$ cat src/rtl/soqpsk_defines.svh
`ifndef SOQPSK_DEFINES_SVH
`define SOQPSK_DEFINES_SVH

// Shaping filter length, four bits at two samples per bit
`define FIR_TAPS 8

// Signed shaping coefficient width
`define COEF_WIDTH 12

// Width of the combiner accumulator
`define SUM_WIDTH 16

// Fraction bits dropped after the deviation multiply
`define DEV_FRAC_BITS 8

`endif

$ cat src/rtl/soqpskPkg.sv
`default_nettype none

`include "soqpsk_defines.svh"

package soqpskPkg;

   typedef logic [31:0] freqWordT;
   typedef logic [17:0] deviationT;
   typedef logic [15:0] bitrateDivT;
   typedef logic [4:0]  gainShiftT;

   // Ternary sample, -1, 0 or +1
   typedef logic signed [1:0] ternaryT;

   typedef logic signed [`COEF_WIDTH-1:0] coefT;
   typedef logic signed [`COEF_WIDTH:0]   tapProdT;
   typedef logic signed [`SUM_WIDTH-1:0]  sumT;

   localparam ternaryT TERN_POS  = 2'sb01;
   localparam ternaryT TERN_NEG  = 2'sb11;
   localparam ternaryT TERN_ZERO = 2'sb00;

   typedef struct packed {
      freqWordT   carrierFreq;
      deviationT  deviation;
      bitrateDivT bitrateDiv;
      gainShiftT  gainShift;
   } modCfgT;

   // Which half of the dibit the precoder is working on
   typedef enum logic {
      phaseI,
      phaseQ
   } bitPhaseT;

   // Half-sine pulse, symmetric about the filter center
   function automatic coefT shapingCoef(input int unsigned idx);
      coefT coef;
      case (idx)
         0, 7:    coef = 12'sd399;
         1, 6:    coef = 12'sd1137;
         2, 5:    coef = 12'sd1702;
         3, 4:    coef = 12'sd2008;
         default: coef = '0;
      endcase
      return coef;
   endfunction

endpackage

`default_nettype wire

$ cat src/rtl/soqpskRegs.sv
`timescale 1ns/1ps
`default_nettype none

module soqpskRegs
   import soqpskPkg::*;
(
   input  logic        clk,
   input  logic        reset,
   input  logic        cs,
   input  logic        wr0,
   input  logic        wr1,
   input  logic        wr2,
   input  logic        wr3,
   input  logic [11:0] addr,
   input  logic [31:0] din,
   output logic [31:0] dout,
   output modCfgT      cfg
);

   localparam bitrateDivT BITRATE_DIV_RESET = 16'd15;

   logic [3:0] lanes;

   // Replace only the enabled byte lanes of a word
   function automatic logic [31:0] laneMerge(
      input logic [31:0] old,
      input logic [31:0] data,
      input logic [3:0]  strb
   );
      logic [31:0] merged;
      merged = old;
      for (int i = 0; i < 4; i++) begin
         if (strb[i]) begin
            merged[8*i +: 8] = data[8*i +: 8];
         end
      end
      return merged;
   endfunction

   assign lanes = {wr3, wr2, wr1, wr0};

   always_ff @(posedge clk) begin
      if (reset) begin
         cfg.carrierFreq <= '0;
         cfg.deviation   <= '0;
         cfg.bitrateDiv  <= BITRATE_DIV_RESET;
         cfg.gainShift   <= '0;
      end else if (cs && (lanes != 4'b0000)) begin
         case (addr[3:2])
            2'd0: cfg.carrierFreq <= laneMerge(cfg.carrierFreq, din, lanes);
            2'd1: cfg.deviation <= deviationT'(laneMerge(32'(cfg.deviation), din, lanes));
            2'd2: cfg.bitrateDiv <= bitrateDivT'(laneMerge(32'(cfg.bitrateDiv), din, lanes));
            default: cfg.gainShift <= gainShiftT'(laneMerge(32'(cfg.gainShift), din, lanes));
         endcase
      end
   end

   // Read-back, upper bits of narrow fields are zero
   always_comb begin
      dout = '0;
      if (cs) begin
         case (addr[3:2])
            2'd0:    dout = cfg.carrierFreq;
            2'd1:    dout = 32'(cfg.deviation);
            2'd2:    dout = 32'(cfg.bitrateDiv);
            default: dout = 32'(cfg.gainShift);
         endcase
      end
   end

endmodule

`default_nettype wire

$ cat src/rtl/bitrateTimer.sv
`timescale 1ns/1ps
`default_nettype none

module bitrateTimer
   import soqpskPkg::*;
(
   input  logic       clk,
   input  logic       reset,
   input  bitrateDivT bitrateDiv,
   output logic       sampleEn,
   output logic       modClkOut
);

   bitrateDivT count;

   // One strobe every bitrateDiv+1 cycles, bit clock toggles with it
   always_ff @(posedge clk) begin
      if (reset) begin
         count     <= bitrateDiv;
         sampleEn  <= 1'b0;
         modClkOut <= 1'b0;
      end else if (count == '0) begin
         count     <= bitrateDiv;
         sampleEn  <= 1'b1;
         modClkOut <= ~modClkOut;
      end else begin
         count    <= count - 1'b1;
         sampleEn <= 1'b0;
      end
   end

endmodule

`default_nettype wire

$ cat src/rtl/ternaryPrecoder.sv
`timescale 1ns/1ps
`default_nettype none

module ternaryPrecoder
   import soqpskPkg::*;
(
   input  logic    clk,
   input  logic    reset,
   input  logic    sampleEn,
   input  logic    modClkOut,
   input  logic    modData,
   input  logic    modDataValid,
   output ternaryT tapIn,
   output logic    tapShift
);

   bitPhaseT   phase;
   logic       prevOut;
   // Last two precoded bits
   logic [1:0] history;
   logic       dataBit;
   logic       precodedBit;
   logic [2:0] nextHistory;
   ternaryT    symbol;

   // Invalid data is taken as a zero bit
   assign dataBit = modDataValid & modData;

   // IRIG precoding
   // I bits use the inverted previous output and Q bits use it directly
   always_comb begin
      if (phase == phaseI) begin
         precodedBit = dataBit ^ ~prevOut;
      end else begin
         precodedBit = dataBit ^ prevOut;
      end
   end

   assign nextHistory = {history, precodedBit};

   // Dibit to ternary mapping with the sign set by the current phase
   always_comb begin
      case (nextHistory)
         3'b001, 3'b110: begin
            symbol = (phase == phaseI) ? TERN_POS : TERN_NEG;
         end
         3'b011, 3'b100: begin
            symbol = (phase == phaseI) ? TERN_NEG : TERN_POS;
         end
         default: begin
            symbol = TERN_ZERO;
         end
      endcase
   end

   // Bit state only advances on the high half of the bit clock
   always_ff @(posedge clk) begin
      if (reset) begin
         phase   <= phaseI;
         prevOut <= 1'b0;
         history <= 2'b00;
      end else if (sampleEn && modClkOut) begin
         prevOut <= precodedBit;
         history <= nextHistory[1:0];
         phase   <= (phase == phaseI) ? phaseQ : phaseI;
      end
   end

   // Two samples per bit
   // Symbol on the high half and zero on the low half
   always_ff @(posedge clk) begin
      if (reset) begin
         tapIn    <= TERN_ZERO;
         tapShift <= 1'b0;
      end else begin
         tapShift <= sampleEn;
         if (sampleEn) begin
            tapIn <= modClkOut ? symbol : TERN_ZERO;
         end
      end
   end

endmodule

`default_nettype wire

$ cat src/rtl/firTap.sv
`timescale 1ns/1ps
`default_nettype none

`include "soqpsk_defines.svh"

module firTap
   import soqpskPkg::*;
#(
   parameter coefT coef = '0
) (
   input  logic    clk,
   input  logic    reset,
   input  logic    shift,
   input  ternaryT sampleIn,
   output ternaryT sampleOut,
   output tapProdT product
);

   localparam tapProdT COEF_EXT = {coef[`COEF_WIDTH-1], coef};

   // Ternary input makes the multiply a select
   always_ff @(posedge clk) begin
      if (reset) begin
         sampleOut <= TERN_ZERO;
         product   <= '0;
      end else if (shift) begin
         sampleOut <= sampleIn;
         case (sampleIn)
            TERN_POS: product <= COEF_EXT;
            TERN_NEG: product <= -COEF_EXT;
            default:  product <= '0;
         endcase
      end
   end

endmodule

`default_nettype wire

$ cat src/rtl/shapingCombiner.sv
`timescale 1ns/1ps
`default_nettype none

`include "soqpsk_defines.svh"

module shapingCombiner
   import soqpskPkg::*;
(
   input  logic     clk,
   input  logic     reset,
   input  tapProdT  products [`FIR_TAPS],
   input  modCfgT   cfg,
   output freqWordT soqpskModFreq
);

   localparam int PROD_WIDTH = `SUM_WIDTH + $bits(deviationT) + 1;

   sumT                          sumNext;
   sumT                          sumReg;
   sumT                          shifted;
   logic signed [PROD_WIDTH-1:0] devProd;
   freqWordT                     scaledReg;

   // Adder tree over all tap products
   always_comb begin
      sumNext = '0;
      for (int k = 0; k < `FIR_TAPS; k++) begin
         sumNext = sumNext + sumT'(products[k]);
      end
   end

   // Gain shift then deviation scaling, deviation treated as unsigned
   assign shifted = sumReg >>> cfg.gainShift;
   assign devProd = shifted * $signed({1'b0, cfg.deviation});

   always_ff @(posedge clk) begin
      if (reset) begin
         sumReg        <= '0;
         scaledReg     <= '0;
         soqpskModFreq <= '0;
      end else begin
         sumReg        <= sumNext;
         scaledReg     <= freqWordT'(devProd >>> `DEV_FRAC_BITS);
         // Carrier add wraps modulo 2^32
         soqpskModFreq <= cfg.carrierFreq + scaledReg;
      end
   end

endmodule

`default_nettype wire

$ cat src/rtl/soqpskModulator.sv
`timescale 1ns/1ps
`default_nettype none

`include "soqpsk_defines.svh"

module soqpskModulator
   import soqpskPkg::*;
(
   input  logic        clk,
   input  logic        reset,
   input  logic        cs,
   input  logic        wr0,
   input  logic        wr1,
   input  logic        wr2,
   input  logic        wr3,
   input  logic [11:0] addr,
   input  logic [31:0] din,
   output logic [31:0] dout,
   input  logic        modData,
   input  logic        modDataValid,
   output logic        modClkOut,
   output logic        modSampleEn,
   output freqWordT    soqpskModFreq
);

   modCfgT  cfg;
   ternaryT tapIn;
   logic    tapShift;
   ternaryT tapSamples [`FIR_TAPS];
   tapProdT tapProducts [`FIR_TAPS];

   soqpskRegs u_regs (
      .clk   (clk),
      .reset (reset),
      .cs    (cs),
      .wr0   (wr0),
      .wr1   (wr1),
      .wr2   (wr2),
      .wr3   (wr3),
      .addr  (addr),
      .din   (din),
      .dout  (dout),
      .cfg   (cfg)
   );

   bitrateTimer u_timer (
      .clk        (clk),
      .reset      (reset),
      .bitrateDiv (cfg.bitrateDiv),
      .sampleEn   (modSampleEn),
      .modClkOut  (modClkOut)
   );

   ternaryPrecoder u_precoder (
      .clk          (clk),
      .reset        (reset),
      .sampleEn     (modSampleEn),
      .modClkOut    (modClkOut),
      .modData      (modData),
      .modDataValid (modDataValid),
      .tapIn        (tapIn),
      .tapShift     (tapShift)
   );

   // Shaping filter delay line, tap 0 is fed by the precoder
   for (genvar k = 0; k < `FIR_TAPS; k++) begin : gTap
      firTap #(
         .coef (shapingCoef(k))
      ) u_tap (
         .clk       (clk),
         .reset     (reset),
         .shift     (tapShift),
         .sampleIn  ((k == 0) ? tapIn : tapSamples[(k == 0) ? 0 : k - 1]),
         .sampleOut (tapSamples[k]),
         .product   (tapProducts[k])
      );
   end

   shapingCombiner u_combiner (
      .clk           (clk),
      .reset         (reset),
      .products      (tapProducts),
      .cfg           (cfg),
      .soqpskModFreq (soqpskModFreq)
   );

endmodule

`default_nettype wire

$ cat config.mk
export PLATFORM = sky130hd
export DESIGN_NAME = soqpskModulator
export DESIGN_NICKNAME = d
export VERILOG_FILES = /design/src/rtl/soqpskPkg.sv /design/src/rtl/soqpskRegs.sv /design/src/rtl/bitrateTimer.sv /design/src/rtl/ternaryPrecoder.sv /design/src/rtl/firTap.sv /design/src/rtl/shapingCombiner.sv /design/src/rtl/soqpskModulator.sv
export VERILOG_INCLUDE_DIRS = /design/src /design/src/rtl
export SDC_FILE = /design/constraint.sdc
export NUM_CORES = 1
export LEC_CHECK = 0
export CAP_MARGIN = 20
export CORE_MARGIN = 4
export CORE_UTILIZATION = 50
export DETAILED_ROUTE_END_ITERATION = 10
export DONT_BUFFER_PORTS = 1
export SETUP_SLACK_MARGIN = 0.15
export SLEW_MARGIN = 20
export SYNTH_ARGS = -nofsm -noshare
export SYNTH_HDL_FRONTEND = slang
export SYNTH_SLANG_ARGS = --single-unit
export TNS_END_PERCENT = 50
$ cat constraint.sdc
create_clock -name clk -period 9.2 [get_ports clk]
set_clock_uncertainty 0.2 [all_clocks]
set_input_delay 1.84 -clock clk [delete_from_list [all_inputs] [get_ports clk]]
set_output_delay 1.84 -clock clk [all_outputs]
set_load 0.02 [all_outputs]
# Word level (Yosys, flattened, before mapping)
# Cells that the tools add are included.
[totals]
out_inout_bits = 66
in_bits = 53
elab_cells = 112
register_bits = 289
[classes]
reduce_logical = 18
muxes = 19
eq_ne = 22
addsub = 9
bitwise_logic = 6
shifts = 1
multipliers = 1
[op_table]
columns = ["operator", "count"]
rows = [
  ["$pmux W13 S2", 8],
  ["$pmux W32 S3", 1],
  ["$add A16 B13 Y16", 5],
  ["$mul A16 B19 Y35", 1],
  ["$add A32 B32 Y32", 1],
  ["$mux W16", 2],
  ["$mux W32", 1],
  ["$reduce_and A3 Y1", 10],
  ["$eq A2 B1 Y1 const B", 9],
  ["$eq A2 B2 Y1 const B", 9],
  ["$logic_not A16 Y1", 1],
  ["$sshr A16 B5 Y16", 1],
  ["$sub A16 B1 Y16 const B", 1],
  ["$add A14 B13 Y15", 1],
  ["$add A13 B13 Y14", 1],
  ["$eq A3 B3 Y1 const B", 2],
  ["$mux W2", 3],
  ["$pmux W2 S2", 1],
  ["$reduce_bool A4 Y1", 1],
  ["$reduce_or A2 Y1", 2],
  ["$eq A3 B1 Y1 const B", 1],
  ["$eq A3 B2 Y1 const B", 1],
  ["$mux W1", 3],
  ["$not A1 Y1", 3],
  ["other kinds (5)", 7],
]

# Longest topological paths before layout
[depth]
depth_word = 7
ltp_mapped = 34
depth_no_buf = 31

# Cells and area by module
# Synthesis repeated with hierarchy kept, for this count alone.
[unflattened]
hier_cells = 2615
hier_area_um2 = 23672.7
[modules_own_cells]
columns = ["module", "cells_per_inst", "seq_area_each_um2", "n_inst", "area_per_inst_um2"]
rows = [
  ["shapingCombiner", 1906, 1501.4, 1, 16699.8],
  ["soqpskRegs", 367, 1421.4, 1, 3682.3],
  ["firTap (gTap[2].u_tap ...)", 30, 100.1, 4, 265.3],
  ["firTap (gTap[0].u_tap ...)", 27, 100.1, 4, 247.7],
  ["bitrateTimer", 86, 360.3, 1, 959.7],
  ["ternaryPrecoder", 28, 120.1, 1, 279.0],
]

# Worst setup path after synthesis
# No wires, ideal clock.
[synth_path]
path_kind = "register to register"
from = "reg, netlist name u_regs.cfg[1]"
to = "reg u_combiner.scaledReg[23]"
period_less_slack_ns = 7.676
setup_time_ns = 0.123
arrival_time_ns = 7.353
required_ns = 8.877
stages_incl_launch_ff = 32
path_buffers = 4
slack_ns = 1.524
cell_sequence = "dfxtp_1 -> buf_6 -> buf_2 -> clkbuf_1 -> o21ai_0 -> o311ai_0 -> o21ai_0 -> nand2_1 -> o21ai_0 -> o21ai_1 -> clkbuf_1 -> nand2_1 -> fa_1 -> fa_1 -> inv_1 -> fa_1 -> inv_1 -> fa_1 -> fa_1 -> fa_1 -> inv_1 -> ha_1 -> and3_1 -> and4_1 -> and3_1 -> nand3_1 -> o21ai_1 -> or2_1 -> a21o_1 -> nand3_1 -> o211ai_1 -> mux2_1"
[synth_between]
elab_chain_cells = 2
[synth_lines]
columns = ["item", "line_no", "source"]
rows = [
  ["$sshr A16 B5 Y16", "shapingCombiner.sv:33", "assign shifted = sumReg >>> cfg.gainShift;"],
  ["$mul A16 B19 Y35", "shapingCombiner.sv:34", "assign devProd = shifted * $signed({1'b0, cfg.deviation});"],
  ["to (signal assigned)", "shapingCombiner.sv:43", "scaledReg <= freqWordT'(devProd >>> `DEV_FRAC_BITS);"],
  ["to (decl)", "shapingCombiner.sv:22", "freqWordT scaledReg;"],
]
# Every way passes these cells.
# A chain may end at the register's enable or synchronous reset.

# Worst setup path in the final report
[layout_path]
from = "reg, netlist name u_regs.cfg[1]"
to = "reg u_combiner.scaledReg[23]"
[layout_between]
elab_chain_cells = 2
[layout_lines]
columns = ["item", "line_no"]
rows = [
  ["$sshr A16 B5 Y16", "shapingCombiner.sv:33"],
  ["$mul A16 B19 Y35", "shapingCombiner.sv:34"],
]
# Every way passes these cells.

==> impl_metrics.tcl <==
set metrics [dict create \
    io_buffers 0 \
    routedWlPerCell_um 18.1 \
    yosys.area.top_type "fa_1" \
    p_per_area_mw_per_mm2 87.4 \
    worst-path-max-fanout 18 \
    clock-root-buffer "clkbuf_16" \
    p_total_uw 2000 \
    fin_crit_ns 8.55 \
    synth_area_leaders "fa_1 (26%), dfxtp_1 (19%), ha_1 (11%)" \
    cts_setup_buffers 0 \
    cts_tree "done" \
    clock_sinks 208 \
    drv_cap 0 \
    crit_path_max_incr_delay_ns 0.79 \
    core_mm2 0.0423 \
    leakage_uw 0.0110 \
    grt_pass1_wl_um 90300 \
    ff2ff_setup_slack_ns 0.65 \
    slew_viol_final 0 \
    clock_latency_ns 0.52 \
    drt_first_iter_violations 909 \
    gp_congestion 0.882 \
    die_area_mm2 0.0465 \
    worst_slew_pin_slew_ns 0.993 \
    ys_seq_area_share_pct 19.3 \
    first_global_vias 17003 \
    syn_avg_cell_area_um2 8.72 \
    grt-ovfl-total 0 \
    drive_gt1_share_pct 4.44 \
    drc_errors 0 \
    vias 16226 \
    antenna_found_initial 0 \
    synthesis.nets 2983 \
    clockPowerShare_pct 46.9 \
    final_nets 2925 \
    cpMostUsedCell "fa_1" \
    die_w_um 216 \
    hold_viol_final 0 \
    power.switching_uw 479 \
    status "complete, no violations" \
    cts_buffers 23 \
    syn_inst 2473 \
    synth.distinct_cells 69 \
    drt-vias-per-instance 5.40 \
    synth-edff-count 0 \
    ys_top_cells_by_count "inv_1 (343), nand2_1 (336), fa_1 (276)" \
    syn_area_mm2 0.0216 \
    worst-path-buf-inv 5 \
    power_frac_seq_pct 47.2 \
    syn_to_final_growth_pct 6.06 \
    dr.pass1.iters 5 \
    setup_viol 0 \
    grt_usage_pct 23.9 \
    hp-class "reg2reg" \
    cp_top_family "adder cells" \
    synth_top_cell_area_share_pct 25.6 \
    fp-row-count 75 \
    diodes 0 \
    cp_data_arrival_time_ns 8.74 \
    required_ns 9.39 \
    endpoint_kind "flop" \
    start_util_pct 50.9 \
    path_clk_slew_ns 0.06 \
    slowest_stage "dfxtp_1" \
    p_comb_share_pct 5.9 \
    die_h_um 216 \
    wl_um 54400 \
    rsz0062_at_grt "no" \
    intPower_uw 1520 \
    ant_nets 0 \
    ys_seq_elements 208 \
    crit_type "reg2reg" \
    synth_ff_type "dfxtp_1" \
    fin_crit_sh_pct 92.9 \
    cts.htree.levels 1 \
    synthMostInstantiatedCell "inv_1" \
    async_reset_ff_share_pct 0 \
    grt_max_degree 201 \
    tns_ns 0 \
    ys_warn_count 0 \
    startpoint_type "flop" \
    cts_buffer_depth 3 \
    max_slew_margin_pct 33.8 \
    hold_buffers 0 \
    sw_frac_of_total_pct 23.9 \
    fmax_mhz 117 \
    ioPinCount 119 \
    hpwl_um 43100 \
    ir_worst_vdd_mv 0.142 \
]
cell type report:
type                            instances  area (um2)
Clock inverter                         10         145
Timing Repair Buffer                   33         248
Fill cell                            3995       19500
Tap cell                              577         722
Clock buffer                           30         612
Multi-Input combinational cell       1805       15700
Sequential cell                       208        4170
Inverter                              344        1290
worst min-delay path, cell delays in order, from the launching register on:
cell and delay, ns:
dfxtp_1 0.31, nand2_1 0.05, a21oi_1 0.05
cell families (layout without fill, tap and decap cells):
group | count (synthesis) | in the layout | share of synthesized area [%]
AND/OR/NAND/NOR | 824 | 824 | 18.0
XOR/XNOR | 89 | 89 | 3.62
flip-flops | 208 | 208 | 19.3
buffers and inverters | 460 | 417 | 8.09
adder cells (fa/ha/maj) | 457 | 457 | 36.1
AO/OA/AOI/OAI | 365 | 365 | 10.6
multiplexers | 70 | 70 | 4.27
routing by layer:
layer | global-route usage (%) | vias up | share of wire, %
met5 | 0 | - | 0
met4 | 6.42 | 0 | 2.6
met3 | 3.97 | 65 | 6.0
met2 | 39.3 | 345 | 47
met1 | 32.9 | 8011 | 45
li1 | - | 7805 | -
cell usage in the layout (no fill, tap or decap), types with 4 or more instances in the layout:
master | synthesis | layout
inv_1 | 343 | 343
nand2_1 | 336 | 336
fa_1 | 276 | 276
dfxtp_1 | 208 | 207
ha_1 | 181 | 181
a21oi_1 | 176 | 176
and2_1 | 162 | 162
nor2_1 | 161 | 161
xnor2_1 | 55 | 55
mux2i_1 | 47 | 47
o21ai_0 | 43 | 43
a21o_1 | 42 | 42
nand3_1 | 34 | 34
xor2_1 | 34 | 34
buf_4 | 2 | 33
nor2b_1 | 29 | 27
nor3_1 | 24 | 24
clkbuf_16 | 0 | 23
a31oi_1 | 21 | 21
and3_1 | 17 | 17
o21bai_1 | 17 | 17
mux4_2 | 14 | 14
nand2b_1 | 13 | 13
a211oi_1 | 10 | 10
nand3b_1 | 9 | 9
nand4_1 | 8 | 8
or3_1 | 7 | 7
nor3b_1 | 7 | 6
and4_1 | 6 | 6
clkbuf_1 | 101 | 6
o31ai_1 | 7 | 5
o211ai_1 | 5 | 5
o21a_1 | 5 | 5
mux2_2 | 4 | 4
o21ai_1 | 6 | 4
o41ai_1 | 4 | 4
per-stage QoR:
stage / worst slack, ns / hold WS [ns] / utilization (%) / area, um2 / instances
2_1_floorplan: 1.52 / 0.240 / - / 21600 / 2473
3_3_place_gp: 0.548 / 0.244 / 52.2 / 22100 / 2967
3_5_place_dp: 0.529 / 0.249 / 52.2 / 22100 / 2967
4_1_cts: 0.458 / 0.257 / 54.0 / 22900 / 3007
5_1_grt: 0.153 / 0.277 / 54.0 / 22900 / 3007
6_report: 0.651 / 0.255 / 54.0 / 22900 / 3007
registers in the layout, indices dropped and copies added, names as in the netlist:
signal / cells
gTap.u_tap.product: 24
gTap.u_tap.sampleOut: 14
u_combiner.scaledReg: 27
u_combiner.soqpskModFreq: 32
u_combiner.sumReg: 16
u_precoder.history: 2
u_precoder.phase: 1
u_precoder.tapIn: 2
u_precoder.tapShift: 1
u_regs.cfg: 71
u_timer.count: 16
u_timer.modClkOut: 1
u_timer.sampleEn: 1
worst paths after layout:
| path | from | endpoint | cells past startpoint |
|---|---|---|---|
| max | u_regs.cfg[1] | u_combiner.scaledReg[23] | 29 |
| min | gTap[1].u_tap.product[0] | gTap[1].u_tap.product[0] | 2 |
| max reg2reg | u_regs.cfg[1] | u_combiner.scaledReg[23] | 29 |
| min reg2reg | gTap[1].u_tap.product[0] | gTap[1].u_tap.product[0] | 2 |
power groups by stage:
stage               registers [uW]  clock network (uW)  logic (uW)
finish                         944                 937         118
global route                   946                 998         131
CTS                            943                 965         118
detailed placement             963                   0         117
global placement               963                   0         115
floorplan                      950                   0         104
what timing repair did:
action | CTS | global route
hold endpoints to repair | 0 | 0
gates resized for setup | 0 | 1
endpoints found under the setup margin | 0 | 2
(Power assumes the default switching activity.)
